`config.mk`:
```
export PLATFORM = sky130hd
export DESIGN_NAME = cache_stats
export DESIGN_NICKNAME = d
export VERILOG_FILES = /design/src/verilog/cache_pkg.sv /design/src/verilog/cache_stats.sv
export SDC_FILE = /design/constraint.sdc
export NUM_CORES = 1
export LEC_CHECK = 0
export BUFFER_PORTS_ARGS = -buffer_cell sky130_fd_sc_hd__buf_2
export CORE_MARGIN = 2
export CORE_UTILIZATION = 45
export DETAILED_ROUTE_END_ITERATION = 7
export PLACE_DENSITY = 0.69
export SLEW_MARGIN = 10
export SYNTH_ARGS = -nofsm -noshare
export SYNTH_HDL_FRONTEND = slang
export SYNTH_SLANG_ARGS = --single-unit
```
`constraint.sdc`:
```
create_clock -name clk -period 1.8 [get_ports clk]
set_input_delay 0.18 -clock clk [delete_from_list [all_inputs] [get_ports clk]]
set_output_delay 0.18 -clock clk [all_outputs]
set_load 0.02 [all_outputs]
```
`src/verilog/cache_pkg.sv`:
```
`default_nettype none

package cache_pkg;

	// ******************************
	// Geometry and address split
	// ******************************

	// Two ways of eight sets, 16-byte lines.
	localparam int NUM_SETS    = 8;
	localparam int OFFSET_BITS = 4;
	localparam int INDEX_BITS  = 3;
	localparam int TAG_BITS    = 9;

	// ******************************
	// Data types
	// ******************************

	typedef logic [15:0] cpu_addr_t;
	typedef logic [15:0] cpu_word_t;
	typedef logic [1:0]  byte_sel_t;
	typedef logic [127:0] line_t;

	// Line address is the CPU address without its byte offset.
	typedef logic [TAG_BITS+INDEX_BITS-1:0] line_addr_t;

	typedef logic [TAG_BITS-1:0]    tag_t;
	typedef logic [INDEX_BITS-1:0]  set_idx_t;
	typedef logic [OFFSET_BITS-2:0] word_off_t;

	typedef logic [15:0] count_t;

	// Memory address source.
	typedef logic [1:0] adr_src_t;

	localparam adr_src_t ADR_REQ      = 2'd0;
	localparam adr_src_t ADR_VICTIM   = 2'd1;
	localparam adr_src_t ADR_PREFETCH = 2'd2;

	// ******************************
	// Controller states
	// ******************************

	typedef enum logic [2:0] {
		IDLE,
		COMPARE,
		WRITEBACK,
		FILL,
		PF_CHECK,
		PF_WRITEBACK,
		PF_FILL
	} ctrl_state_t;

endpackage

`default_nettype wire

```
`src/verilog/cache_stats.sv`:
```
`default_nettype none

module cache_stats (
	input  logic               clk,
	input  logic               arst_n,
	input  logic               hit_pulse,
	input  logic               miss_pulse,
	input  logic               hit_clear,
	input  logic               miss_clear,
	output cache_pkg::count_t  hit_cnt,
	output cache_pkg::count_t  miss_cnt
);

	logic [1:0] inc;
	logic [1:0] clr;

	assign inc = {miss_pulse, hit_pulse};
	assign clr = {miss_clear, hit_clear};

	// Wrapping counters, clear wins over increment.
	for (genvar i = 0; i < 2; i++) begin : g_cnt
		cache_pkg::count_t cnt_q;

		always_ff @(posedge clk or negedge arst_n) begin
			if (!arst_n) begin
				cnt_q <= '0;
			end else if (clr[i]) begin
				cnt_q <= '0;
			end else if (inc[i]) begin
				cnt_q <= cnt_q + 1'b1;
			end
		end
	end

	assign hit_cnt  = g_cnt[0].cnt_q;
	assign miss_cnt = g_cnt[1].cnt_q;

endmodule

`default_nettype wire

```
==> results of run 1 <==
kinds of logic after synthesis:
kind of cell               after synthesis  synth area share, %
muxes                                    3                 1.97
AOI/OAI and AO/OA                       21                 8.21
and+or+nand+nor                         73                 23.4
adders and majority gates                2                 1.58
xor gates and xnor gates                20                 11.0
DFF                                     32                 50.5
buffers and inverters                   13                 3.31
layout by cell type, fill, tap and decap left out, drive strengths merged, types with 2 or more instances in the layout:
cell type / synthesis / final
buf: 5 / 39
nor2: 25 / 25
nand3: 6 / 6
or2: 2 / 2
nand4: 9 / 9
xor2: 4 / 4
mux2i: 2 / 2
nor4: 3 / 3
clkinv: 0 / 2
ha: 2 / 2
dfrtp: 32 / 32
o211ai: 2 / 2
o21ai: 7 / 7
clkbuf: 0 / 6
a21oi: 9 / 9
xnor2: 16 / 16
or3: 7 / 7
nor3: 9 / 9
and4: 2 / 2
nand2: 8 / 8
inv: 8 / 8
power breakdown:
| part | internal, W | switching (W) |
|---|---|---|
| clock | 0.000186 | 0.000252 |
| combinational | 0.0000278 | 0.0000581 |
| sequential | 0.000728 | 0.0000135 |
| total | 0.000941 | 0.000323 |
flip-flops by register name (all words and copies together), names as in the netlist:
name and flops:
hit_cnt 16, miss_cnt 16
metal layers:
layer | up-vias | wire (um) | global-route usage, %
met5 | - | 0 | 0
met4 | 0 | 54 | 8.15
met3 | 5 | 180 | 6.96
met2 | 27 | 1630 | 29.3
met1 | 637 | 1560 | 24.4
li1 | 662 | - | -
final timing paths:
| kind | from | end | slack, ns | cells after the start |
|---|---|---|---|---|
| worst max-delay path | hit_cnt[0] | hit_cnt[14] | 0.12 | 5 |
| worst min-delay path | miss_clear | miss_cnt[0] | 0.1 | 2 |
| worst max register to register | hit_cnt[0] | hit_cnt[14] | 0.12 | 5 |
| worst min register to register | hit_cnt[15] | hit_cnt[15] | 0.56 | 2 |
| max in group asynchronous | arst_n | miss_cnt[10] | 0.91 | 2 |
| min in group asynchronous | arst_n | miss_cnt[14] | 0.42 | 2 |
stage by stage:
step	hold WS, ns	total power, W
after floorplan	-0.116	0.000801
after global placement	0.260	0.000836
after detailed placement	0.279	0.000841
after CTS	0.0834	0.00128
after global routing	0.0887	0.00133
final	0.0991	0.00126
layout make-up:
type	count	area, um^2
fillers	319	1470
flip-flops and latches	32	801
multi-input cells	119	732
repair buffers	40	210
well taps	46	57.6
clock buffers	6	51.3
inverters	8	30.0
clock inverters	2	10.0
what timing repair did:
item,4_1_cts,5_1_grt
setup endpoints to repair,0,0
endpoints found under the hold margin,32,0
hold buffers,1,0
==> flow_metrics.tcl, run 1 <==
set metrics [dict create \
    synthArstFlopShare_pct 100 \
    clk_pin_slew_ns 0.10 \
    synthCells 164 \
    required_ns 2.06 \
    post-cts-setup-buffer-count 0 \
    first_pass_iters 4 \
    worst_pin_slew_ns 0.703 \
    antenna_found_initial 0 \
    postSynthAreaPerCell_um2 9.67 \
    synth_top_area_share_pct 50.5 \
    routabilityCongestion 0.808 \
    die_h_um 63.4 \
    critical_path_class "reg -> reg" \
    path_cells "ha_1 -> o21ai_1 -> or2_1 -> or3_1 -> a21oi_1" \
    fin_setup_tns_ns 0 \
    syn2layout_area_growth_pct 19.3 \
    first_iter_violations 68 \
    die_w_um 63.4 \
    start_kind "flip-flop" \
    cts.sinks 32 \
    cts_htree_levels 2 \
    finalInstanceArea_mm2 0.00189 \
    vias 1331 \
    cts_tree "yes" \
    ys.flop_type "dfrtp_1" \
    critPathMaxStageDelay_ns 0.46 \
    dp_slack_ns 0.165 \
    cp_top_family "simple AND/OR/NAND/NOR gates" \
    finClkSkew_ns 0.00947 \
    grt_max_degree 33 \
    yosysMostFrequentCell "dfrtp_1" \
    power_leakage_nw 0.856 \
    status "finished, final reports clean" \
    root_buffer "clkbuf_4" \
    grt_usage_pct 19.2 \
    synthTopCellsByCount "dfrtp_1 (32), nor2_1 (24), xnor2_1 (16)" \
    synth-seq-cells 32 \
    hold_class "in -> reg" \
    cts_made_buffers 5 \
    final-hold-violation-count 0 \
    ant_nets 0 \
    synthTopCellsByArea "dfrtp_1 (51%), xnor2_1 (8.8%), nor2_1 (5.7%)" \
    fmax_mhz 596 \
    maxSlewHeadroom_pct 53.1 \
    grt-ovfl-total 0 \
    wl_per_cell_um 13.5 \
    yosysWarningCount 0 \
    dp_cells 244 \
    postPlaceCellArea_mm2 0.00182 \
    initial_utilization_pct 47.1 \
    cts.repair.resized 0 \
    synth_cell_types 30 \
    drv_cap 0 \
    portBuffers 37 \
    grt_pass1_vias 1330 \
    grt_first_pass_wirelength_um 6090 \
    path_max_fanout 5 \
    synth_top_area_cell "dfrtp_1" \
    syn_nets 172 \
    die-area_mm2 0.00401 \
    core_mm2 0.00336 \
    rsz0062_at_grt "no" \
    peakVddDrop_uv 357 \
    drv_slew 0 \
    post-route-util_pct 56.3 \
    setup_ws_ns 0.121 \
    fin_crit_ns 1.68 \
    diodes 0 \
    routed_wirelength_um 3420 \
    clockBufferDepth 2 \
    finalSetupViolCount 0 \
    fin_cells 253 \
    setup.worst_path.end_class "flip-flop" \
    post-route-period-util_pct 93.3 \
    core.rowCount 21 \
    arrival_ns 1.94 \
    crit_path_top_delay_cell "dfrtp_1" \
    dp_hpwl_um 2500 \
    layout.nets 214 \
    synth_edf_count 0 \
    ios 38 \
    netlist_area_mm2 0.00159 \
    cellPowerDensity_mw_per_mm2 668 \
    clkLatencyLatePin_ns 0.34 \
    crit_buf_inv 0 \
    drc_errors 0 \
    drive_above_1_share_pct 25.1 \
    vias_per_cell 5.26 \
    ys_seq_area_share_pct 50.5 \
]
No activity file was read; power rests on OpenSTA's default activity.
==> inputs of run 2 (changes only) <==
--- a/config.mk
+++ b/config.mk
@@ -5,11 +5,12 @@
 export SDC_FILE = /design/constraint.sdc
 export NUM_CORES = 1
 export LEC_CHECK = 0
+export ABC_AREA = 1
 export BUFFER_PORTS_ARGS = -buffer_cell sky130_fd_sc_hd__buf_2
-export CORE_MARGIN = 2
+export CORE_MARGIN = 4
 export CORE_UTILIZATION = 45
 export DETAILED_ROUTE_END_ITERATION = 7
-export PLACE_DENSITY = 0.69
+export PLACE_DENSITY = 0.68
 export SLEW_MARGIN = 10
 export SYNTH_ARGS = -nofsm -noshare
 export SYNTH_HDL_FRONTEND = slang
==> constraint.sdc (replaced) <==
create_clock -name clk -period 1.8 [get_ports clk]
set_input_delay 0.09 -clock clk [delete_from_list [all_inputs] [get_ports clk]]
set_output_delay 0.09 -clock clk [all_outputs]
set_load 0.02 [all_outputs]
==> run 2 against run 1 <==
Synthesized area is 14% higher. Worst setup slack better by 0.31 ns. Fmax is 23% higher. Critical path type unchanged. Highest routed layer unchanged.
==> flow_metrics.tcl, run 2 <==
set metrics [dict create \
    fin_cells 333 \
    core_mm2 0.00377 \
    layout.nets 293 \
    clockBufferDepth 2 \
    layout_commonest_cell "nand2_1" \
    ant_nets 0 \
    ios 38 \
    worst_pin_slew_ns 0.727 \
    met2_usage_pct 29.7 \
    first_pass_iters 4 \
    diodes 0 \
    crit_path_top_delay_cell "dfrtp_1" \
    synthTopCellsByCount "nand2_1 (63), nor2_1 (45), dfrtp_1 (32)" \
    cts_tree "yes" \
    drive_above_1_share_pct 24.6 \
    drv_slew 0 \
    finClkSkew_ns 0.00486 \
    maxSlewHeadroom_pct 51.5 \
    synthTopCellsByArea "dfrtp_1 (44%), nand2_1 (13%), nor2_1 (9.4%)" \
    hold_class "in -> reg" \
    synthArstFlopShare_pct 100 \
    synth-seq-cells 32 \
    ys.flop_type "dfrtp_1" \
    grt-ovfl-total 0 \
    routabilityCongestion 0.821 \
    critical_path_class "reg -> reg" \
    setup.worst_path.end_class "flip-flop" \
    met3_usage_pct 5.33 \
    fin_crit_ns 1.37 \
    finalSetupViolCount 0 \
    dp_cells 325 \
    cp_top_family "flip-flops" \
    power_leakage_nw 1.10 \
    path_cells "ha_1 -> nand2_1 -> nor2_4 -> a21oi_1 -> a211oi_1" \
    synth_top_area_share_pct 44.4 \
    critPathMaxStageDelay_ns 0.40 \
    synth_edf_count 0 \
    post-route-period-util_pct 75.9 \
    synth_cell_types 25 \
    clkLatencyLatePin_ns 0.28 \
    peakVddDrop_uv 349 \
    drc_errors 0 \
    grt_first_pass_wirelength_um 6870 \
    netlist_area_mm2 0.00180 \
    syn_nets 250 \
    final_cell_mix "nand2_1 (63), nor2_1 (45), buf_2 (37), dfrtp_1 (32), inv_1 (24)" \
    vias 1644 \
    start_kind "flip-flop" \
    status "finished, final reports clean" \
    required_ns 1.97 \
    first_iter_violations 115 \
    final-hold-violation-count 0 \
    synthCells 242 \
    synth_top_area_cell "dfrtp_1" \
    postSynthAreaPerCell_um2 7.46 \
    wl_per_cell_um 11.6 \
    syn2layout_area_growth_pct 18.8 \
    fin_setup_tns_ns 0 \
    die_h_um 71.3 \
    crit_buf_inv 0 \
    path_max_fanout 7 \
    ys_seq_area_share_pct 44.4 \
    hold_buffers 1 \
    yosysMostFrequentCell "nand2_1" \
    root_buffer "clkbuf_8" \
    rsz0062_at_grt "no" \
    grtUsageMet1_pct 19.0 \
    dp_hpwl_um 2950 \
    grt_max_degree 33 \
    antenna_found_initial 0 \
    cts.sinks 32 \
    routed_wirelength_um 3870 \
    grt_pass1_vias 1565 \
    fmax_mhz 732 \
    core.rowCount 22 \
    cts_made_buffers 5 \
    post-cts-setup-buffer-count 0 \
    vias_per_cell 4.94 \
    cts_htree_levels 2 \
    portBuffers 37 \
    initial_utilization_pct 47.8 \
    drv_cap 0 \
    die-area_mm2 0.00509 \
    clk_pin_slew_ns 0.06 \
    grt_usage_pct 17.0 \
    die_w_um 71.3 \
    top_usage_layer "met2" \
    cts.repair.resized 0 \
    arrival_ns 1.54 \
    yosysWarningCount 0 \
    cellPowerDensity_mw_per_mm2 666 \
]
[run 2: cell count changes after synthesis, sizes merged, moves of 4 or more]
cell and change:
a21oi +5, inv +19, nand2 +62, nand3 +7
nand4 -6, nor2 +34, nor3 -6, or3 -7
xnor2 -14, xor2 -4
[run 2: worst register-to-register path: cells and delay by family (launching register included)]
| family | cells | cell delay (ns) |
|---|---|---|
| adder cells (fa/ha/maj) | 1 | 0.19 |
| AO/OA/AOI/OAI | 2 | 0.33 |
| flip-flops | 1 | 0.40 |
| AND/OR/NAND/NOR | 2 | 0.34 |
[run 2: where the power goes]
| group | leakage, nW | internal [W] | switching [W] |
|---|---|---|---|
| sequential | 0.444 | 0.000729 | 0.0000107 |
| combinational | 0.604 | 0.0000290 | 0.0000674 |
| clock | 0.0503 | 0.000340 | 0.000252 |
| total | 1.10 | 0.00110 | 0.000330 |
[run 2: layout make-up]
type | count | area (um^2)
clock buffer | 7 | 96.3
inverter | 27 | 101
multi-input combinational | 181 | 890
timing repair buffer | 38 | 195
fill | 370 | 1630
sequential | 32 | 801
tap | 48 | 60.1
[run 2: cell families after synthesis]
family / count (synthesis) / share of synthesized area, %
buffers and inverters: 29 / 6.31
flip-flops: 32 / 44.4
AND/OR/NAND/NOR: 150 / 38.8
AO/OA/AOI/OAI: 27 / 8.11
adder cells (fa/ha/maj): 2 / 1.39
XOR/XNOR: 2 / 0.971
[run 2: metrics by stage]
step | utilization, % | cell area [um^2] | hold slack (ns) | total power (W) | setup WS, ns
2_1_floorplan | - | 1800 | -0.206 | 0.000806 | 0.417
3_3_place_gp | 54.0 | 2040 | 0.186 | 0.000849 | 0.508
3_5_place_dp | 54.0 | 2040 | 0.195 | 0.000849 | 0.438
4_1_cts | 56.8 | 2140 | 0.00859 | 0.00146 | 0.435
5_1_grt | 56.8 | 2140 | 0.0158 | 0.00151 | 0.287
6_report | 56.8 | 2140 | 0.0172 | 0.00143 | 0.434
[run 2: worst paths after layout]
| kind | from | endpoint | slack (ns) | cells after the start |
|---|---|---|---|---|
| setup / recovery | miss_cnt[0] | miss_cnt[6] | 0.43 | 5 |
| hold / removal | hit_clear | hit_cnt[0] | 0.02 | 2 |
| setup reg to reg | miss_cnt[0] | miss_cnt[6] | 0.43 | 5 |
| hold reg to reg | miss_cnt[1] | miss_cnt[1] | 0.53 | 2 |
| max in group asynchronous | arst_n | hit_cnt[7] | 0.93 | 2 |
| min in group asynchronous | arst_n | miss_cnt[3] | 0.40 | 2 |
[run 2: routing by layer]
metal / up-vias / part of all wire (%)
met3: 11 / 6.2
met5: - / 0
met4: 0 / 2.0
met1: 745 / 43
li1: 848 / -
met2: 40 / 49
==> inputs of run 3 (changes only) <==
==> constraint.sdc (replaced) <==
create_clock -name clk -period 1.3 [get_ports clk]
set_input_delay 0.065 -clock clk [delete_from_list [all_inputs] [get_ports clk]]
set_output_delay 0.065 -clock clk [all_outputs]
set_load 0.02 [all_outputs]
==> run 3 against run 2 <==
Combinational power grew 64%. Worst hold slack gained 0.018 ns. Global-route usage shrank 0.41 points. Total power grew 44%. Utilization grew 4.8 points. Fmax grew 7.2%. Die area is the same. Sequential power grew 39%. Critical endpoint is now miss_cnt[14]. Highest routed layer unchanged. Register-to-register slack lost 0.41 ns. Clock-buffer cell count grew 1. Worst setup slack lost 0.41 ns.
==> flow_metrics.tcl, run 3 (synthesis results as in run 2) <==
set metrics [dict create \
    status "finished, final reports clean" \
    cp-startpoint "miss_cnt[0]" \
    antenna_found_initial 0 \
    post-route-util_pct 61.7 \
    dp_slack_ns -0.00459 \
    reg2reg_from "miss_cnt[0]" \
    layout_commonest_cell "nand2_1" \
    maxSlewHeadroom_pct 71.0 \
    finalInstanceArea_mm2 0.00233 \
    hold_depth 2 \
    initial_utilization_pct 47.8 \
    root_buffer "clkbuf_8" \
    die_w_um 71.3 \
    grt_max_degree 16 \
    vias_per_cell 4.91 \
    drive_above_1_share_pct 33.3 \
    clkLatencyLatePin_ns 0.29 \
    first_iter_violations 107 \
    rr_worst_depth 8 \
    setup_ws_ns 0.0261 \
    layout.nets 304 \
    p_clk_share_pct 42.1 \
    fmax_mhz 785 \
    portBuffers 37 \
    hp-start "miss_clear" \
    clk_pin_slew_ns 0.07 \
    dp_hpwl_um 3100 \
    peakVddDrop_uv 708 \
    diodes 0 \
    vias 1693 \
    first_pass_iters 4 \
    setup.worst_path.end_class "flip-flop" \
    hold_class "in -> reg" \
    drc_errors 0 \
    dp_cells 332 \
    core.rowCount 22 \
    start_kind "flip-flop" \
    postPlaceCellArea_mm2 0.00209 \
    grt-ovfl-total 0 \
    p_sw_share_pct 24.5 \
    seqPwrFrac_pct 50.2 \
    arrival_ns 1.46 \
    worst_pin_slew_ns 0.435 \
    post-route-period-util_pct 98.0 \
    path_max_fanout 7 \
    p_sw_w 0.000502 \
    ios 38 \
    rsz0062_at_grt "yes" \
    ant_nets 0 \
    grt_usage_pct 16.5 \
    cts.sinks 32 \
    grt_first_pass_wirelength_um 6690 \
    cellInternalPower_w 0.00155 \
    cellPowerDensity_mw_per_mm2 883 \
    fin_crit_ns 1.27 \
    fillers 331 \
    cts_tree "yes" \
    cts_made_buffers 5 \
    required_ns 1.49 \
    fin_cells 345 \
    routed_wirelength_um 4160 \
    wl_per_cell_um 12.1 \
    min_to "miss_cnt[0]" \
    grt_pass1_vias 1519 \
    drv_cap 0 \
    routabilityCongestion 0.876 \
    worstReg2RegEnd "miss_cnt[14]" \
    timing.hold.ws_ns 0.0354 \
    finClkSkew_ns 0.00658 \
    finalSetupViolCount 0 \
    final-hold-violation-count 0 \
    die-area_mm2 0.00509 \
    pwr-share-comb_pct 7.7 \
    final_cell_mix "nand2_1 (61), nor2_1 (41), buf_2 (37), dfrtp_1 (25), inv_1 (24)" \
    cts_htree_levels 2 \
    die_h_um 71.3 \
    core_mm2 0.00377 \
    power_leakage_nw 1.16 \
    clockBufferDepth 2 \
    critical_path_class "reg -> reg" \
    syn2layout_area_growth_pct 28.9 \
    reg2reg_slack_ns 0.03 \
    drv_slew 0 \
]
-- run 3: metrics by stage --
stage	power [W]	setup TNS, ns
after floorplan	0.00112	-0.00575
after detailed placement	0.00119	-0.00459
after global routing	0.00213	-0.109
after CTS	0.00205	0
final	0.00205	0
after global placement	0.00119	0
-- run 3: how the worst max path moves through the flow --
stage | end | slack (ns) | depth (start not counted)
detailed placement | miss_cnt[14] | -0.005 | 8
floorplan | miss_cnt[14] | -0.006 | 8
finish | miss_cnt[14] | 0.03 | 8
global route | miss_cnt[10] | -0.08 | 7
CTS | hit_cnt[8] | 0.01 | 6
global placement | miss_cnt[14] | 0.03 | 8
-- run 3: metal layers --
layer | part of all wire, % | up-vias | track usage (%)
met5 | 0 | - | 0
met4 | 1.5 | 0 | 7.93
met3 | 5.1 | 7 | 4.21
met2 | 50 | 40 | 27.9
met1 | 44 | 775 | 19.6
li1 | - | 871 | -
-- run 3: worst max-delay path: stages (launching register included) --
cell	delay, ns
dfrtp_2	0.42
ha_4	0.16
nand2_4	0.06
nor2_4	0.20
nand2_2	0.07
nor2_2	0.10
nand2_1	0.06
nand2_1	0.06
nor2_1	0.04
-- run 3: layout make-up --
type | instances | area [um^2] | share of cell area, %
Multi-Input combinational cell | 181 | 975 | 41.9
Sequential cell | 32 | 810 | 34.8
Timing Repair Buffer | 49 | 280 | 12.0
Inverter | 27 | 101 | 4.36
Clock buffer | 8 | 100 | 4.30
Tap cell | 48 | 60.1 | 2.58
-- run 3: what timing repair did --
item                                   CTS  global route
setup endpoints to repair                1            17
setup buffers                            0             3
pin swaps                                1             8
resized for setup                        0            22
hold buffers                             2             0
endpoints found under the hold margin   14             0
-- run 3: power groups by stage --
stage / combinational, W / sequential [W] / clock [W]
floorplan: 0.0000590 / 0.00106 / 0
global placement: 0.000147 / 0.00104 / 0
detailed placement: 0.000148 / 0.00104 / 0
CTS: 0.000153 / 0.00102 / 0.000874
global route: 0.000175 / 0.00103 / 0.000918
finish: 0.000158 / 0.00103 / 0.000863
