<file path="src/verilog/cache_pkg.sv">
`default_nettype none

package cache_pkg;

	// ******************************
	// Geometry and address split
	// ******************************

	// Two ways of eight sets, 16-byte lines.
	localparam int NUM_SETS    = 8;
	localparam int OFFSET_BITS = 4;
	localparam int INDEX_BITS  = 3;
	localparam int TAG_BITS    = 9;

	// ******************************
	// Data types
	// ******************************

	typedef logic [15:0] cpu_addr_t;
	typedef logic [15:0] cpu_word_t;
	typedef logic [1:0]  byte_sel_t;
	typedef logic [127:0] line_t;

	// Line address is the CPU address without its byte offset.
	typedef logic [TAG_BITS+INDEX_BITS-1:0] line_addr_t;

	typedef logic [TAG_BITS-1:0]    tag_t;
	typedef logic [INDEX_BITS-1:0]  set_idx_t;
	typedef logic [OFFSET_BITS-2:0] word_off_t;

	typedef logic [15:0] count_t;

	// Memory address source.
	typedef logic [1:0] adr_src_t;

	localparam adr_src_t ADR_REQ      = 2'd0;
	localparam adr_src_t ADR_VICTIM   = 2'd1;
	localparam adr_src_t ADR_PREFETCH = 2'd2;

	// ******************************
	// Controller states
	// ******************************

	typedef enum logic [2:0] {
		IDLE,
		COMPARE,
		WRITEBACK,
		FILL,
		PF_CHECK,
		PF_WRITEBACK,
		PF_FILL
	} ctrl_state_t;

endpackage

`default_nettype wire

</file>
<file path="src/verilog/cache_ctrl_if.sv">
`default_nettype none

interface cache_ctrl_if;

	// Controller to datapath.
	logic                 req_load;
	logic                 adr_load;
	logic                 way_fill;
	logic                 line_write;
	logic                 word_write;
	logic                 tag_write;
	logic                 valid_set;
	logic                 dirty_set;
	logic                 dirty_clear;
	logic                 lru_update;
	cache_pkg::adr_src_t  adr_src;
	logic                 prefetch_sel;

	// Datapath to controller.
	logic                 hit0;
	logic                 hit1;
	logic                 victim_way;
	logic                 victim_dirty;

	modport ctrl (
		output req_load, adr_load, way_fill, line_write, word_write, tag_write,
		output valid_set, dirty_set, dirty_clear, lru_update, adr_src, prefetch_sel,
		input  hit0, hit1, victim_way, victim_dirty
	);

	modport dp (
		input  req_load, adr_load, way_fill, line_write, word_write, tag_write,
		input  valid_set, dirty_set, dirty_clear, lru_update, adr_src, prefetch_sel,
		output hit0, hit1, victim_way, victim_dirty
	);

endinterface

`default_nettype wire

</file>
<file path="src/verilog/cache_control.sv">
`default_nettype none

module cache_control (
	input  logic        clk,
	input  logic        arst_n,
	cache_ctrl_if.ctrl  ctl,
	input  logic        cpu_cyc,
	input  logic        cpu_stb,
	input  logic        cpu_we,
	input  logic        mem_ack,
	output logic        cpu_ack,
	output logic        cpu_rty,
	output logic        mem_cyc,
	output logic        mem_stb,
	output logic        mem_we,
	output logic        hit_pulse,
	output logic        miss_pulse
);

	cache_pkg::ctrl_state_t state, state_nxt;

	logic req;
	logic hit;
	logic miss_q;
	logic mem_state;
	logic mem_start;
	logic mem_done;

	assign req     = cpu_cyc && cpu_stb;
	assign hit     = ctl.hit0 || ctl.hit1;
	assign cpu_rty = req && !cpu_ack;
	assign mem_stb = mem_cyc;

	assign mem_state = state inside {cache_pkg::WRITEBACK, cache_pkg::FILL,
	                                 cache_pkg::PF_WRITEBACK, cache_pkg::PF_FILL};
	// Each memory state opens its own bus cycle.
	assign mem_start = mem_state && !mem_cyc;
	assign mem_done  = mem_cyc && mem_ack;

	assign hit_pulse  = (state == cache_pkg::COMPARE) && hit && !miss_q;
	assign miss_pulse = (state == cache_pkg::COMPARE) && !hit && !miss_q;

	// ******************************
	// Next state
	// ******************************

	always_comb begin
		state_nxt = state;
		case (state)
			cache_pkg::IDLE: begin
				if (req && !cpu_ack) begin
					state_nxt = cache_pkg::COMPARE;
				end
			end
			cache_pkg::COMPARE: begin
				if (hit) begin
					state_nxt = (miss_q && !cpu_we) ? cache_pkg::PF_CHECK : cache_pkg::IDLE;
				end else begin
					state_nxt = ctl.victim_dirty ? cache_pkg::WRITEBACK : cache_pkg::FILL;
				end
			end
			cache_pkg::WRITEBACK: begin
				if (mem_done) begin
					state_nxt = cache_pkg::FILL;
				end
			end
			cache_pkg::FILL: begin
				if (mem_done) begin
					state_nxt = cache_pkg::COMPARE;
				end
			end
			cache_pkg::PF_CHECK: begin
				if (hit) begin
					state_nxt = cache_pkg::IDLE;
				end else begin
					state_nxt = ctl.victim_dirty ? cache_pkg::PF_WRITEBACK : cache_pkg::PF_FILL;
				end
			end
			cache_pkg::PF_WRITEBACK: begin
				if (mem_done) begin
					state_nxt = cache_pkg::PF_FILL;
				end
			end
			cache_pkg::PF_FILL: begin
				if (mem_done) begin
					state_nxt = cache_pkg::IDLE;
				end
			end
			default: state_nxt = cache_pkg::IDLE;
		endcase
	end

	// ******************************
	// Datapath control
	// ******************************

	always_comb begin
		ctl.req_load     = (state == cache_pkg::IDLE) && req && !cpu_ack;
		ctl.adr_load     = mem_start;
		ctl.way_fill     = ctl.victim_way;
		ctl.line_write   = 1'b0;
		ctl.word_write   = 1'b0;
		ctl.tag_write    = 1'b0;
		ctl.valid_set    = 1'b0;
		ctl.dirty_set    = 1'b0;
		ctl.dirty_clear  = 1'b0;
		ctl.lru_update   = 1'b0;
		ctl.adr_src      = cache_pkg::ADR_REQ;
		ctl.prefetch_sel = state inside {cache_pkg::PF_CHECK, cache_pkg::PF_WRITEBACK,
		                                 cache_pkg::PF_FILL};
		case (state)
			cache_pkg::COMPARE: begin
				if (hit) begin
					ctl.way_fill   = ctl.hit1;
					ctl.lru_update = 1'b1;
					ctl.word_write = cpu_we;
					ctl.dirty_set  = cpu_we;
				end
			end
			cache_pkg::WRITEBACK, cache_pkg::PF_WRITEBACK: begin
				ctl.adr_src = cache_pkg::ADR_VICTIM;
			end
			cache_pkg::FILL, cache_pkg::PF_FILL: begin
				if (state == cache_pkg::PF_FILL) begin
					ctl.adr_src = cache_pkg::ADR_PREFETCH;
				end
				ctl.line_write  = mem_done;
				ctl.tag_write   = mem_done;
				ctl.valid_set   = mem_done;
				ctl.dirty_clear = mem_done;
				ctl.lru_update  = mem_done;
			end
			default: ;
		endcase
	end

	always_ff @(posedge clk or negedge arst_n) begin
		if (!arst_n) begin
			state   <= cache_pkg::IDLE;
			miss_q  <= 1'b0;
			cpu_ack <= 1'b0;
			mem_cyc <= 1'b0;
			mem_we  <= 1'b0;
		end else begin
			state   <= state_nxt;
			cpu_ack <= (state == cache_pkg::COMPARE) && hit;
			if (state == cache_pkg::COMPARE) begin
				miss_q <= !hit;
			end
			if (mem_start) begin
				mem_cyc <= 1'b1;
				mem_we  <= state inside {cache_pkg::WRITEBACK, cache_pkg::PF_WRITEBACK};
			end else if (mem_done) begin
				mem_cyc <= 1'b0;
				mem_we  <= 1'b0;
			end
		end
	end

	// ******************************
	// Checks
	// ******************************

	// Write-back is the only bus write.
	we_in_cycle: assert property (@(posedge clk) disable iff (!arst_n)
		mem_we |-> (mem_cyc && (state == cache_pkg::WRITEBACK ||
			state == cache_pkg::PF_WRITEBACK)));

	ack_single: assert property (@(posedge clk) disable iff (!arst_n)
		cpu_ack |=> !cpu_ack);

	// Bus cycle, and so the registered address, holds until the ack.
	adr_steady: assert property (@(posedge clk) disable iff (!arst_n)
		(mem_cyc && !mem_ack) |=> (mem_cyc && $stable(mem_we) && $stable(ctl.adr_src)));

endmodule

`default_nettype wire

</file>
<file path="src/flat_wrapper.sv">
// flat-port wrapper written by rule: the top's interface ports become plain ports
module cache_control_flat 
  (clk, arst_n, cpu_cyc, cpu_stb, cpu_we, mem_ack, cpu_ack, cpu_rty, mem_cyc, mem_stb, mem_we, hit_pulse, miss_pulse, ctl_req_load, ctl_adr_load, ctl_way_fill, ctl_line_write, ctl_word_write, ctl_tag_write, ctl_valid_set, ctl_dirty_set, ctl_dirty_clear, ctl_lru_update, ctl_adr_src, ctl_prefetch_sel, ctl_hit0, ctl_hit1, ctl_victim_way, ctl_victim_dirty);
  cache_ctrl_if ctl_i ();
  input  logic clk;
  input  logic arst_n;
  input  logic cpu_cyc;
  input  logic cpu_stb;
  input  logic cpu_we;
  input  logic mem_ack;
  output logic cpu_ack;
  output logic cpu_rty;
  output logic mem_cyc;
  output logic mem_stb;
  output logic mem_we;
  output logic hit_pulse;
  output logic miss_pulse;
  output wire logic [$bits(ctl_i.req_load)-1:0] ctl_req_load;
  output wire logic [$bits(ctl_i.adr_load)-1:0] ctl_adr_load;
  output wire logic [$bits(ctl_i.way_fill)-1:0] ctl_way_fill;
  output wire logic [$bits(ctl_i.line_write)-1:0] ctl_line_write;
  output wire logic [$bits(ctl_i.word_write)-1:0] ctl_word_write;
  output wire logic [$bits(ctl_i.tag_write)-1:0] ctl_tag_write;
  output wire logic [$bits(ctl_i.valid_set)-1:0] ctl_valid_set;
  output wire logic [$bits(ctl_i.dirty_set)-1:0] ctl_dirty_set;
  output wire logic [$bits(ctl_i.dirty_clear)-1:0] ctl_dirty_clear;
  output wire logic [$bits(ctl_i.lru_update)-1:0] ctl_lru_update;
  output wire logic [$bits(ctl_i.adr_src)-1:0] ctl_adr_src;
  output wire logic [$bits(ctl_i.prefetch_sel)-1:0] ctl_prefetch_sel;
  input wire logic [$bits(ctl_i.hit0)-1:0] ctl_hit0;
  input wire logic [$bits(ctl_i.hit1)-1:0] ctl_hit1;
  input wire logic [$bits(ctl_i.victim_way)-1:0] ctl_victim_way;
  input wire logic [$bits(ctl_i.victim_dirty)-1:0] ctl_victim_dirty;
  assign ctl_req_load = ctl_i.req_load;
  assign ctl_adr_load = ctl_i.adr_load;
  assign ctl_way_fill = ctl_i.way_fill;
  assign ctl_line_write = ctl_i.line_write;
  assign ctl_word_write = ctl_i.word_write;
  assign ctl_tag_write = ctl_i.tag_write;
  assign ctl_valid_set = ctl_i.valid_set;
  assign ctl_dirty_set = ctl_i.dirty_set;
  assign ctl_dirty_clear = ctl_i.dirty_clear;
  assign ctl_lru_update = ctl_i.lru_update;
  assign ctl_adr_src = ctl_i.adr_src;
  assign ctl_prefetch_sel = ctl_i.prefetch_sel;
  assign ctl_i.hit0 = ctl_hit0;
  assign ctl_i.hit1 = ctl_hit1;
  assign ctl_i.victim_way = ctl_victim_way;
  assign ctl_i.victim_dirty = ctl_victim_dirty;
  cache_control u_core (.clk(clk), .arst_n(arst_n), .ctl(ctl_i), .cpu_cyc(cpu_cyc), .cpu_stb(cpu_stb), .cpu_we(cpu_we), .mem_ack(mem_ack), .cpu_ack(cpu_ack), .cpu_rty(cpu_rty), .mem_cyc(mem_cyc), .mem_stb(mem_stb), .mem_we(mem_we), .hit_pulse(hit_pulse), .miss_pulse(miss_pulse));
endmodule
</file>
<file path="config.mk">
export PLATFORM = sky130hd
export DESIGN_NAME = cache_control_flat
export DESIGN_NICKNAME = d
export VERILOG_FILES = /design/src/verilog/cache_pkg.sv /design/src/verilog/cache_ctrl_if.sv /design/src/verilog/cache_control.sv /design/src/flat_wrapper.sv
export SDC_FILE = /design/constraint.sdc
export NUM_CORES = 1
export LEC_CHECK = 0
export BUFFER_PORTS_ARGS = -buffer_cell sky130_fd_sc_hd__buf_4
export CAP_MARGIN = 20
export CORE_UTILIZATION = 40
export CTS_CLUSTER_SIZE = 12
export DETAILED_ROUTE_END_ITERATION = 7
export PLACE_DENSITY = 0.71
export SLEW_MARGIN = 25
export SYNTH_ARGS = -nofsm -noshare
export SYNTH_HDL_FRONTEND = slang
export SYNTH_SLANG_ARGS = --single-unit
</file>
<file path="constraint.sdc">
create_clock -name clk -period 1.9 [get_ports clk]
set_input_delay 0.285 -clock clk [delete_from_list [all_inputs] [get_ports clk]]
set_output_delay 0.285 -clock clk [all_outputs]
set_load 0.03 [all_outputs]
</file>
==> summary.md, run 1 <==
| Metric | Value |
|---|---|
| Setup TNS | 0 ps |
| Clock Latency Late Sink | 250 ps |
| Crit path capture type | output port |
| Sw frac | 52.7% |
| Vias in the first global route | 498 |
| Synth Area in Simple Gates | 28.2% |
| Yosys top cell by area | dfrtp_1 |
| Pins Over Slew Limit | 0 |
| I/O Pins | 30 |
| Avg WL per Cell | 12.4 µm |
| Xor/xnor cell area share of the yosys netlist | 4.32% |
| Ranking of synthesized cells by area | dfrtp_1, buf_4, buf_6 |
| Clock power share | 8.8% |
| Adder-cell area share of the yosys netlist | 1.85% |
| Seq/Total Area, Yosys | 28.8% |
| Die height | 41.0 µm |
| Worst Tran Pin Value | 327 ps |
| CP Class | flop to output port |
| Crit path launch | u_core.state[0] |
| Drt total wl | 1420 µm |
| EDFF count, synth | 0 |
| Post-route clock period utilization | 94.0% |
| Gr usage total | 19.3% |
| Mapped Nets | 84 |
| Asr flop ratio synth | 100% |
| Final nets | 110 |
| Leakage | 0.403 nW |
| Synth top area share | 28.8% |
| Final hold viol count | 0 |
| Clock slew at reported path FFs | 50 ps |
| HP Start | mem_ack |
| Drt pass-1 iters | 2 |
| TritonCTS Buffers | 3 |
| Root Buffer Master | clkbuf_4 |
| Layout cells sized above 1 | 45.5% |
| Fmax | 560 MHz |
| Routed vias | 599 |
| Placer Congestion | 0.866 |
| Main combinational cell family by area after synthesis | simple AND/OR/NAND/NOR gates |
| Max Cap Viol | 0 |
| CTS H-Tree Depth | 1 |
| Row count | 13 |
| CP cell instances | xor2_1 > and3_1 > nand2b_2 > buf_4 |
| Final HPWL DP | 1070 µm |
| Final setup violation count | 0 |
| Net switching power | 0.816 mW |
| Post-synthesis cell area | 608 µm² |
| Main flop type after synthesis | dfrtp_1 |
| Total clock sinks | 7 |
| Post-CTS Setup Bufs | 0 |
| Vias per inst | 5.25 |
| Slowest stage delay, CP | 500 ps |
| Synth Warn # | 0 |
| Die area | 0.00168 mm² |
| Hold crit path type | input pin to flop |
| Syn avg cell area | 8.22 µm² |
| RSZ-0062 raised after global routing | no |
| Max Clock Skew | 6.62 ps |
| Gate count of the mapped netlist | 74 |
| CP required | 1620 ps |
| Initial antenna violation count | 0 |
| CTS tree | yes |
| Most common library cells after synthesis | dfrtp_1, nor2_1, buf_4, nand2_1, a21oi_1 |
| Global route overflow | 0 |
| Sequential share of power | 25.4% |
| Initial Utilization | 45.0% |
| Max VDD drop | 0.918 mV |
| Status | finished clean |
| Port bufs | 29 |
| Antenna Nets Post-Route | 0 |
| Buf/Inv on CP | 1 |
| FF+latch count, synth | 7 |
| CP top delay family | flip-flops |
| Combinational cell fraction of total power | 65.7% |
| CP startpoint kind | flop |
| Synth cell types | 35 |
| Synth Area in Compound Gates | 19.5% |
| Placeable Area | 0.00135 mm² |
| Critical path data arrival time | 1500 ps |
| Layout area overhead | 34.4% |
| Initial DRC count | 3 |
| Final Total Pwr | 1.55 mW |
| CTS max path bufs | 2 |
| Max-slew headroom | 78.1% |
| Die W | 41.0 µm |
| Critical-path top delay cell | dfrtp_2 |
| CP max FO | 13 |
| Largest net degree at the start of global routing | 17 |
| Mux cell area share after synthesis | 0% |
| Min Tclk post-route | 1790 ps |
| Diode count | 0 |
| First-pass GRT wire length | 2060 µm |
| Int Pwr | 0.733 mW |
| Power Density | 1900 mW/mm² |
| Residual DRC | 0 |
| Reg-to-Reg Start | u_core.state[2] |
[worst reg2reg max path: cells and delay by family, from the launching register on]
family | cells | cell delay, ps
flip-flops | 1 | 520
AND/OR/NAND/NOR | 1 | 150
XOR/XNOR | 1 | 310
AO/OA/AOI/OAI | 2 | 240
[cell usage in the layout (no fill, tap or decap), drive strengths merged, types with 2 or more instances in the layout]
cell type	count
nand2b	3
and2	2
a21oi	4
dfrtp	7
inv	5
o21ai	5
clkbuf	4
nand2	6
and3	2
nor3	3
xor2	2
buf	30
nor2	7
nand3	3
[state kept, by name, summed over array words and instances (netlist names)]
name,count
u_core.state,3
u_core.cpu_ack,1
u_core.mem_cyc,1
u_core.mem_we,1
u_core.miss_q,1
[power by group through the flow]
stage                     sequential (mW)  combinational [mW]  clock, mW
final                               0.394                1.02      0.137
after global routing                0.413                1.10      0.147
after CTS                           0.382                1.01      0.143
after detailed placement            0.381                1.01          0
after global placement              0.376                1.00          0
after floorplan                     0.331               0.843          0
[worst paths after layout]
kind                       slack, ps         endpoint  depth (start not counted)
setup / recovery                 110   ctl_lru_update                          4
hold / removal                   230    u_core.mem_we                          2
setup reg to reg                 550  u_core.state[0]                          4
hold reg to reg                  550    u_core.miss_q                          2
max in group asynchronous       1370  u_core.state[1]                          2
min in group asynchronous        390   u_core.cpu_ack                          2
[logic make-up (layout without fill, tap and decap cells)]
logic type | count (synthesis) | after routing
XOR/XNOR | 3 | 3
AND/OR/NAND/NOR | 31 | 31
adder cells (fa/ha/maj) | 1 | 1
buffers and inverters | 15 | 40
flip-flops | 7 | 7
AO/OA/AOI/OAI | 17 | 17
[area by class of cell]
class | count | area (µm²)
inverter | 5 | 21.3
tap | 15 | 18.8
multi-input combinational | 52 | 337
fill | 128 | 533
clock buffer | 4 | 26.3
sequential | 7 | 179
timing repair buffer | 31 | 235
[repair_timing]
item,in CTS,in global routing
resized for setup,1,3
setup endpoints to repair,6,7
hold endpoints to repair,7,0
hold buffers,1,0
[layer usage]
layer	wire length [µm]	vias to the layer above	global-route usage [%]
met1	649	275	25.8
met5	0	-	0
met3	92	2	1.63
met4	12	0	13.3
li1	-	300	-
met2	664	22	28.9
[stage by stage]
stage,utilization [%],setup slack (ps),hold WS (ps),instance area (µm²),std cells
floorplan,-,53.9,-10.6,611,74
global placement,57.1,269,105,771,109
detailed placement,57.1,223,106,771,109
CTS,59.9,0.529,213,808,114
global route,60.5,5.52,218,817,114
finish,60.5,115,226,817,114
Note: power is estimated with default switching activity, not from simulation.
==> run 2, diff against run 1 <==
clock period = 2.3 ns   (was 1.9 ns; I/O delays follow)
==> run 2 against run 1 <==
Clock skew is 2.7 ps lower. Global-route usage is 1.5 points lower. Via count is 6.0% lower. Worst hold slack better by 60 ps. Utilization is 1.5 points lower. First-iteration DRC count is 33% higher. Register-to-register slack better by 200 ps. Setup slack better by 200 ps. Combinational power is 20% lower. Sequential power is 21% lower. Largest cell class unchanged. Largest power group unchanged.
==> summary.md, run 2 (synthesis results as in run 1) <==
| Metric | Value |
|---|---|
| CP required | 1960 ps (+340 ps) |
| Final setup violation count | 0 (unchanged) |
| CP cell instances | nor3b_2 > nand2_1 > nor2_1 > buf_4 |
| Max Used Layer | met3 |
| Most flop-heavy register | u_core.state |
| Final nets | 109 (-0.91%) |
| I/O Pins | 30 (unchanged) |
| Placeable Area | 0.00135 mm² (unchanged) |
| Largest net degree at the start of global routing | 17 (unchanged) |
| First-pass GRT wire length | 1870 µm (-9.1%) |
| Residual DRC | 0 (unchanged) |
| Most common cell after layout, fill and taps aside | buf_4 |
| Met1 WL | 576 µm (-11%) |
| DP Area | 761 µm² (-1.3%) |
| Total clock sinks | 7 (unchanged) |
| Fmax | 504 MHz |
| Die height | 41.0 µm (unchanged) |
| Max Cap Viol | 0 (unchanged) |
| Worst reg2reg endpoint | u_core.state[2] |
| Post-CTS Setup Bufs | 0 (unchanged) |
| Placer Congestion | 0.808 (-6.7%) |
| Post-route insts no fill | 113 (-0.88%) |
| CP max FO | 13 (unchanged) |
| Critical-path top delay cell | dfrtp_1 |
| Diode count | 0 (unchanged) |
| Vias in the first global route | 439 (-12%) |
| CTS H-Tree Depth | 1 (unchanged) |
| Vias per inst | 4.98 (-5.2%) |
| CP Class | flop to output port |
| Avg WL per Cell | 10.8 µm (-13%) |
| Initial Utilization | 45.0% (unchanged) |
| Setup WS pre-CTS | 555 ps (+332 ps) |
| Max VDD drop | 1.06 mV (+16%) |
| Slowest stage delay, CP | 630 ps (+130 ps) |
| Die W | 41.0 µm (unchanged) |
| Min Tclk post-route | 1990 ps |
| Clock slew at reported path FFs | 50 ps (about the same) |
| Max Clock Skew | 3.93 ps (-2.69 ps) |
| Leakage | 0.401 nW (-0.51%) |
| Post-route clock period utilization | 86.3% |
| Max-slew headroom | 68.8% (-9.3 points) |
| Dpl cells | 108 (-0.92%) |
| Die area | 0.00168 mm² (unchanged) |
| Crit path capture type | output port |
| Final HPWL DP | 983 µm (-8.1%) |
| Setup TNS | 0 ps (unchanged) |
| Final hold viol count | 0 (unchanged) |
| RSZ-0062 raised after global routing | no |
| Status | finished clean |
| Initial DRC count | 4 (+1) |
| Met2 WL | 574 µm (-14%) |
| Final worst setup slack | 315 ps (+200 ps) |
| Commonest cells after routing, fill and taps aside | buf_4, nor2_1, dfrtp_1, nand2_1, a21oi_1 |
| Filler cell count | 127 (-0.78%) |
| Port bufs | 29 (unchanged) |
| Reg-to-Reg Start | u_core.state[0] |
| Hold path depth | 2 (unchanged) |
| Largest register FFs | 3 (unchanged) |
| Routed wl met3 | 73 µm (-21%) |
| Drt pass-1 iters | 4 (+2) |
| Row count | 13 (unchanged) |
| Root Buffer Master | clkbuf_4 |
| Antenna Nets Post-Route | 0 (unchanged) |
| Worst R2R Path Depth | 4 (unchanged) |
| Pins Over Slew Limit | 0 (unchanged) |
| CP startpoint kind | flop |
| Clock Latency Late Sink | 240 ps (about the same) |
| Drt total wl | 1230 µm (-14%) |
| Global route overflow | 0 (unchanged) |
| Hold Path Sink | u_core.mem_we |
| Worst Tran Pin Value | 467 ps (+140 ps) |
| CTS tree | yes |
| Reg2Reg Setup Slack | 750 ps (+200 ps) |
| Layout cells sized above 1 | 40.8% (-4.6 points) |
| CTS max path bufs | 2 (unchanged) |
| Initial antenna violation count | 0 (unchanged) |
| HP Start | mem_ack |
| TritonCTS Buffers | 3 (unchanged) |
| Layout area overhead | 31.1% |
| Routed vias | 563 (-6.0%) |
| Critical path data arrival time | 1640 ps (+140 ps) |
| Hold crit path type | input pin to flop |
| Gr usage total | 17.7% (-1.5 points) |
| Power Density | 1540 mW/mm² (-19%) |
| Final Cell Area | 797 µm² (-2.5%) |
run 2: changes by cell type in the layout (fill, tap and decap cells not counted):
cell and delta:
nor3b_4 -1, nor3b_2 +1, dfrtp_1 +3, nand2b_1 +1, dfrtp_2 -3, buf_4 -1
nand2b_2 -1
run 2: power breakdown:
group	internal, mW	leakage [nW]	switching, mW
clock network	0.0659	0.0150	0.0406
registers	0.178	0.0876	0.135
logic	0.338	0.299	0.473
total	0.582	0.401	0.649
run 2: area by class of cell:
class                   count  area [µm²]  share of cell area [%]
clock buffers               4        26.3                    3.30
inverters                   5        21.3                    2.67
repair buffers             30         228                    28.6
flip-flops and latches      7         175                    22.0
multi-input cells          52         328                    41.1
well taps                  15        18.8                    2.35
run 2: worst max-delay path, delay by kind of cell (launching register included):
family	cells	cell delay (ps)
DFF	1	630
buffers and inverters	1	160
and+or+nand+nor	3	610
run 2: worst max-delay path by stage:
stage,slack [ps],end,depth (start not counted),start
detailed placement,560,hit_pulse,4,u_core.state[0]
finish,310,hit_pulse,4,u_core.state[0]
global placement,570,hit_pulse,4,u_core.state[0]
CTS,280,hit_pulse,4,u_core.state[0]
floorplan,340,ctl_lru_update,4,u_core.mem_cyc
global route,140,hit_pulse,4,u_core.state[0]
run 2: routing by layer:
layer	global-route usage [%]	up-vias
li1	-	304
met1	23.7	239
met2	26.6	20
met3	3.26	0
met4	10.0	0
met5	0	-
run 2: repair_timing:
item | in CTS | in global routing
hold endpoints to repair | 7 | 0
hold buffers | 1 | 0
resized for setup | 0 | 0
run 2: metrics by stage:
step	util, %	total power, mW	hold slack (ps)
6_report	59.0	1.23	286
5_1_grt	59.0	1.34	283
4_1_cts	59.0	1.24	275
3_5_place_dp	56.3	1.13	161
3_3_place_gp	56.3	1.13	160
2_1_floorplan	-	0.966	49.4
==> run 3, diff against run 2 <==
CORE_ASPECT_RATIO = 1.1   (was default)
==> run 3 against run 2 <==
Setup slack got worse by 29 ps. Utilization is 1.3 points lower. Final cell count grew 0.88%. Sequential power up 1%. Worst hold slack worse by 9.8 ps. Clock power up 7%. Largest cell class unchanged. Highest routed layer unchanged.
==> summary.md, run 3 (synthesis results as in run 1) <==
| Metric | Value |
|---|---|
| Status | finished clean |
| Vias per inst | 5.15 (+3.3%) |
| CP startpoint kind | flop |
| Gr usage total | 18.0% (+0.28 points) |
| Global route overflow | 0 (unchanged) |
| CP Class | flop to output port |
| Power Density | 1560 mW/mm² (+1.2%) |
| Critical-path top delay cell | dfrtp_1 |
| Antenna Nets Post-Route | 0 (unchanged) |
| Clock Latency Late Sink | 260 ps (+20 ps) |
| Worst Tran Pin Value | 494 ps (+26.8 ps) |
| Root Buffer Master | clkbuf_4 |
| Clock slew at reported path FFs | 60 ps (about the same) |
| TritonCTS Buffers | 3 (unchanged) |
| First-pass GRT wire length | 2100 µm (+12%) |
| CP max FO | 13 (unchanged) |
| CTS tree | yes |
| Crit path capture type | output port |
| Placeable Area | 0.00138 mm² (+2.5%) |
| Die W | 39.2 µm (-4.4%) |
| Final core occ | 57.8% (-1.3 points) |
| Min Tclk post-route | 2010 ps (+28.9 ps) |
| Max VDD drop | 0.857 mV (-19%) |
| Slowest stage delay, CP | 630 ps (about the same) |
| Final HPWL DP | 1050 µm (+7.2%) |
| Filler cell count | 142 (+12%) |
| CP required | 1960 ps (about the same) |
| Final Total Pwr | 1.25 mW (+1.5%) |
| Post-route insts no fill | 114 (+0.88%) |
| Port bufs | 29 (unchanged) |
| Avg WL per Cell | 11.8 µm (+8.4%) |
| CTS H-Tree Depth | 1 (unchanged) |
| Final setup violation count | 0 (unchanged) |
| CTS max path bufs | 2 (unchanged) |
| Hold Slack | 276 ps (-9.83 ps) |
| Pins Over Slew Limit | 0 (unchanged) |
| Vias in the first global route | 512 (+17%) |
| Commonest cells after routing, fill and taps aside | buf_4, nor2_1, dfrtp_1, nand2_1, a21oi_1 |
| Storage cell area | 175 µm² (unchanged) |
| Max-slew headroom | 67.1% (-1.8 points) |
| Total clock sinks | 7 (unchanged) |
| CP cell instances | nor3b_2 > nand2_1 > nor2_1 > buf_4 |
| Most flop-heavy register | u_core.state |
| Critical path data arrival time | 1670 ps (+30 ps) |
| I/O Pins | 30 (unchanged) |
| Row count | 14 (+1) |
| Hold crit path type | input pin to flop |
| Dpl cells | 109 (+0.93%) |
| Most common cell after layout, fill and taps aside | buf_4 |
| Setup TNS | 0 ps (unchanged) |
| Largest register FFs | 3 (unchanged) |
| Layout cells sized above 1 | 41.8% (+1.0 points) |
| Max Cap Viol | 0 (unchanged) |
| Diode count | 0 (unchanged) |
| Cts repair resizes | 0 (unchanged) |
| Worst R2R Path Depth | 4 (unchanged) |
| Die area | 0.00168 mm² (about the same) |
| Final hold viol count | 0 (unchanged) |
| Leakage | 0.404 nW (+0.68%) |
| Layout area overhead | 31.5% |
| Largest net degree at the start of global routing | 17 (unchanged) |
| Drt total wl | 1340 µm (+9.4%) |
| Die height | 42.9 µm (+4.6%) |
| Placer Congestion | 0.856 (+5.9%) |
| Initial antenna violation count | 0 (unchanged) |
| Initial Utilization | 43.9% (-1.1 points) |
| Hold path depth | 2 (unchanged) |
| RSZ-0062 raised after global routing | no |
| Max Clock Skew | 9.71 ps (+5.78 ps) |
| Residual DRC | 0 (unchanged) |
| Routed vias | 587 (+4.3%) |
| Drt pass-1 iters | 4 (unchanged) |
| Initial DRC count | 6 (+2) |
| Multi-input gate area | 328 µm² (unchanged) |
| Fmax | 496 MHz (-1.4%) |
| Final nets | 109 (unchanged) |
| Post-route clock period utilization | 87.6% (+1.3 points) |
-- run 3: area by class of cell --
type                       instances  area share [%]
multi-input combinational         52            41.0
timing repair buffer              30            28.5
sequential                         7            21.9
clock buffer                       3            2.82
inverter                           5            2.66
tap                               16            2.50
clock inverter                     1           0.626
-- run 3: layer usage --
layer | GRT usage [%] | wire length [µm]
met3 | 7.85 | 116
met2 | 28.7 | 662
met4 | 4.14 | 0
met5 | 0 | 0
met1 | 22.0 | 562
-- run 3: path summary, 6_finish.rpt --
path                                        end       startpoint  slack [ps]
worst max-delay path                  hit_pulse  u_core.state[0]         290
worst min-delay path              u_core.mem_we          mem_ack         280
worst max register to register  u_core.state[2]  u_core.state[0]         740
worst min register to register    u_core.miss_q    u_core.miss_q         570
max in group asynchronous        u_core.cpu_ack           arst_n        1730
min in group asynchronous       u_core.state[1]           arst_n         430
-- run 3: repair_timing --
action                                 in CTS  in global routing
endpoints found under the hold margin       7                  0
buffers inserted                            0                  0
hold buffers                                1                  0
-- run 3: metrics by stage --
step | setup WS (ps) | cell area, µm²
2_1_floorplan | 338 | 608
3_3_place_gp | 595 | 762
3_5_place_dp | 565 | 762
4_1_cts | 271 | 800
5_1_grt | 161 | 800
6_report | 286 | 800
-- run 3: worst max-delay path, delay by kind of cell (launching register included) --
kind / cells / cell delay (ps)
buffers and inverters: 1 / 170
DFF: 1 / 630
and+or+nand+nor: 3 / 620
-- run 3: power breakdown --
part           internal (mW)  switching, mW
Sequential             0.177          0.139
Clock                 0.0638         0.0507
Combinational          0.338          0.480
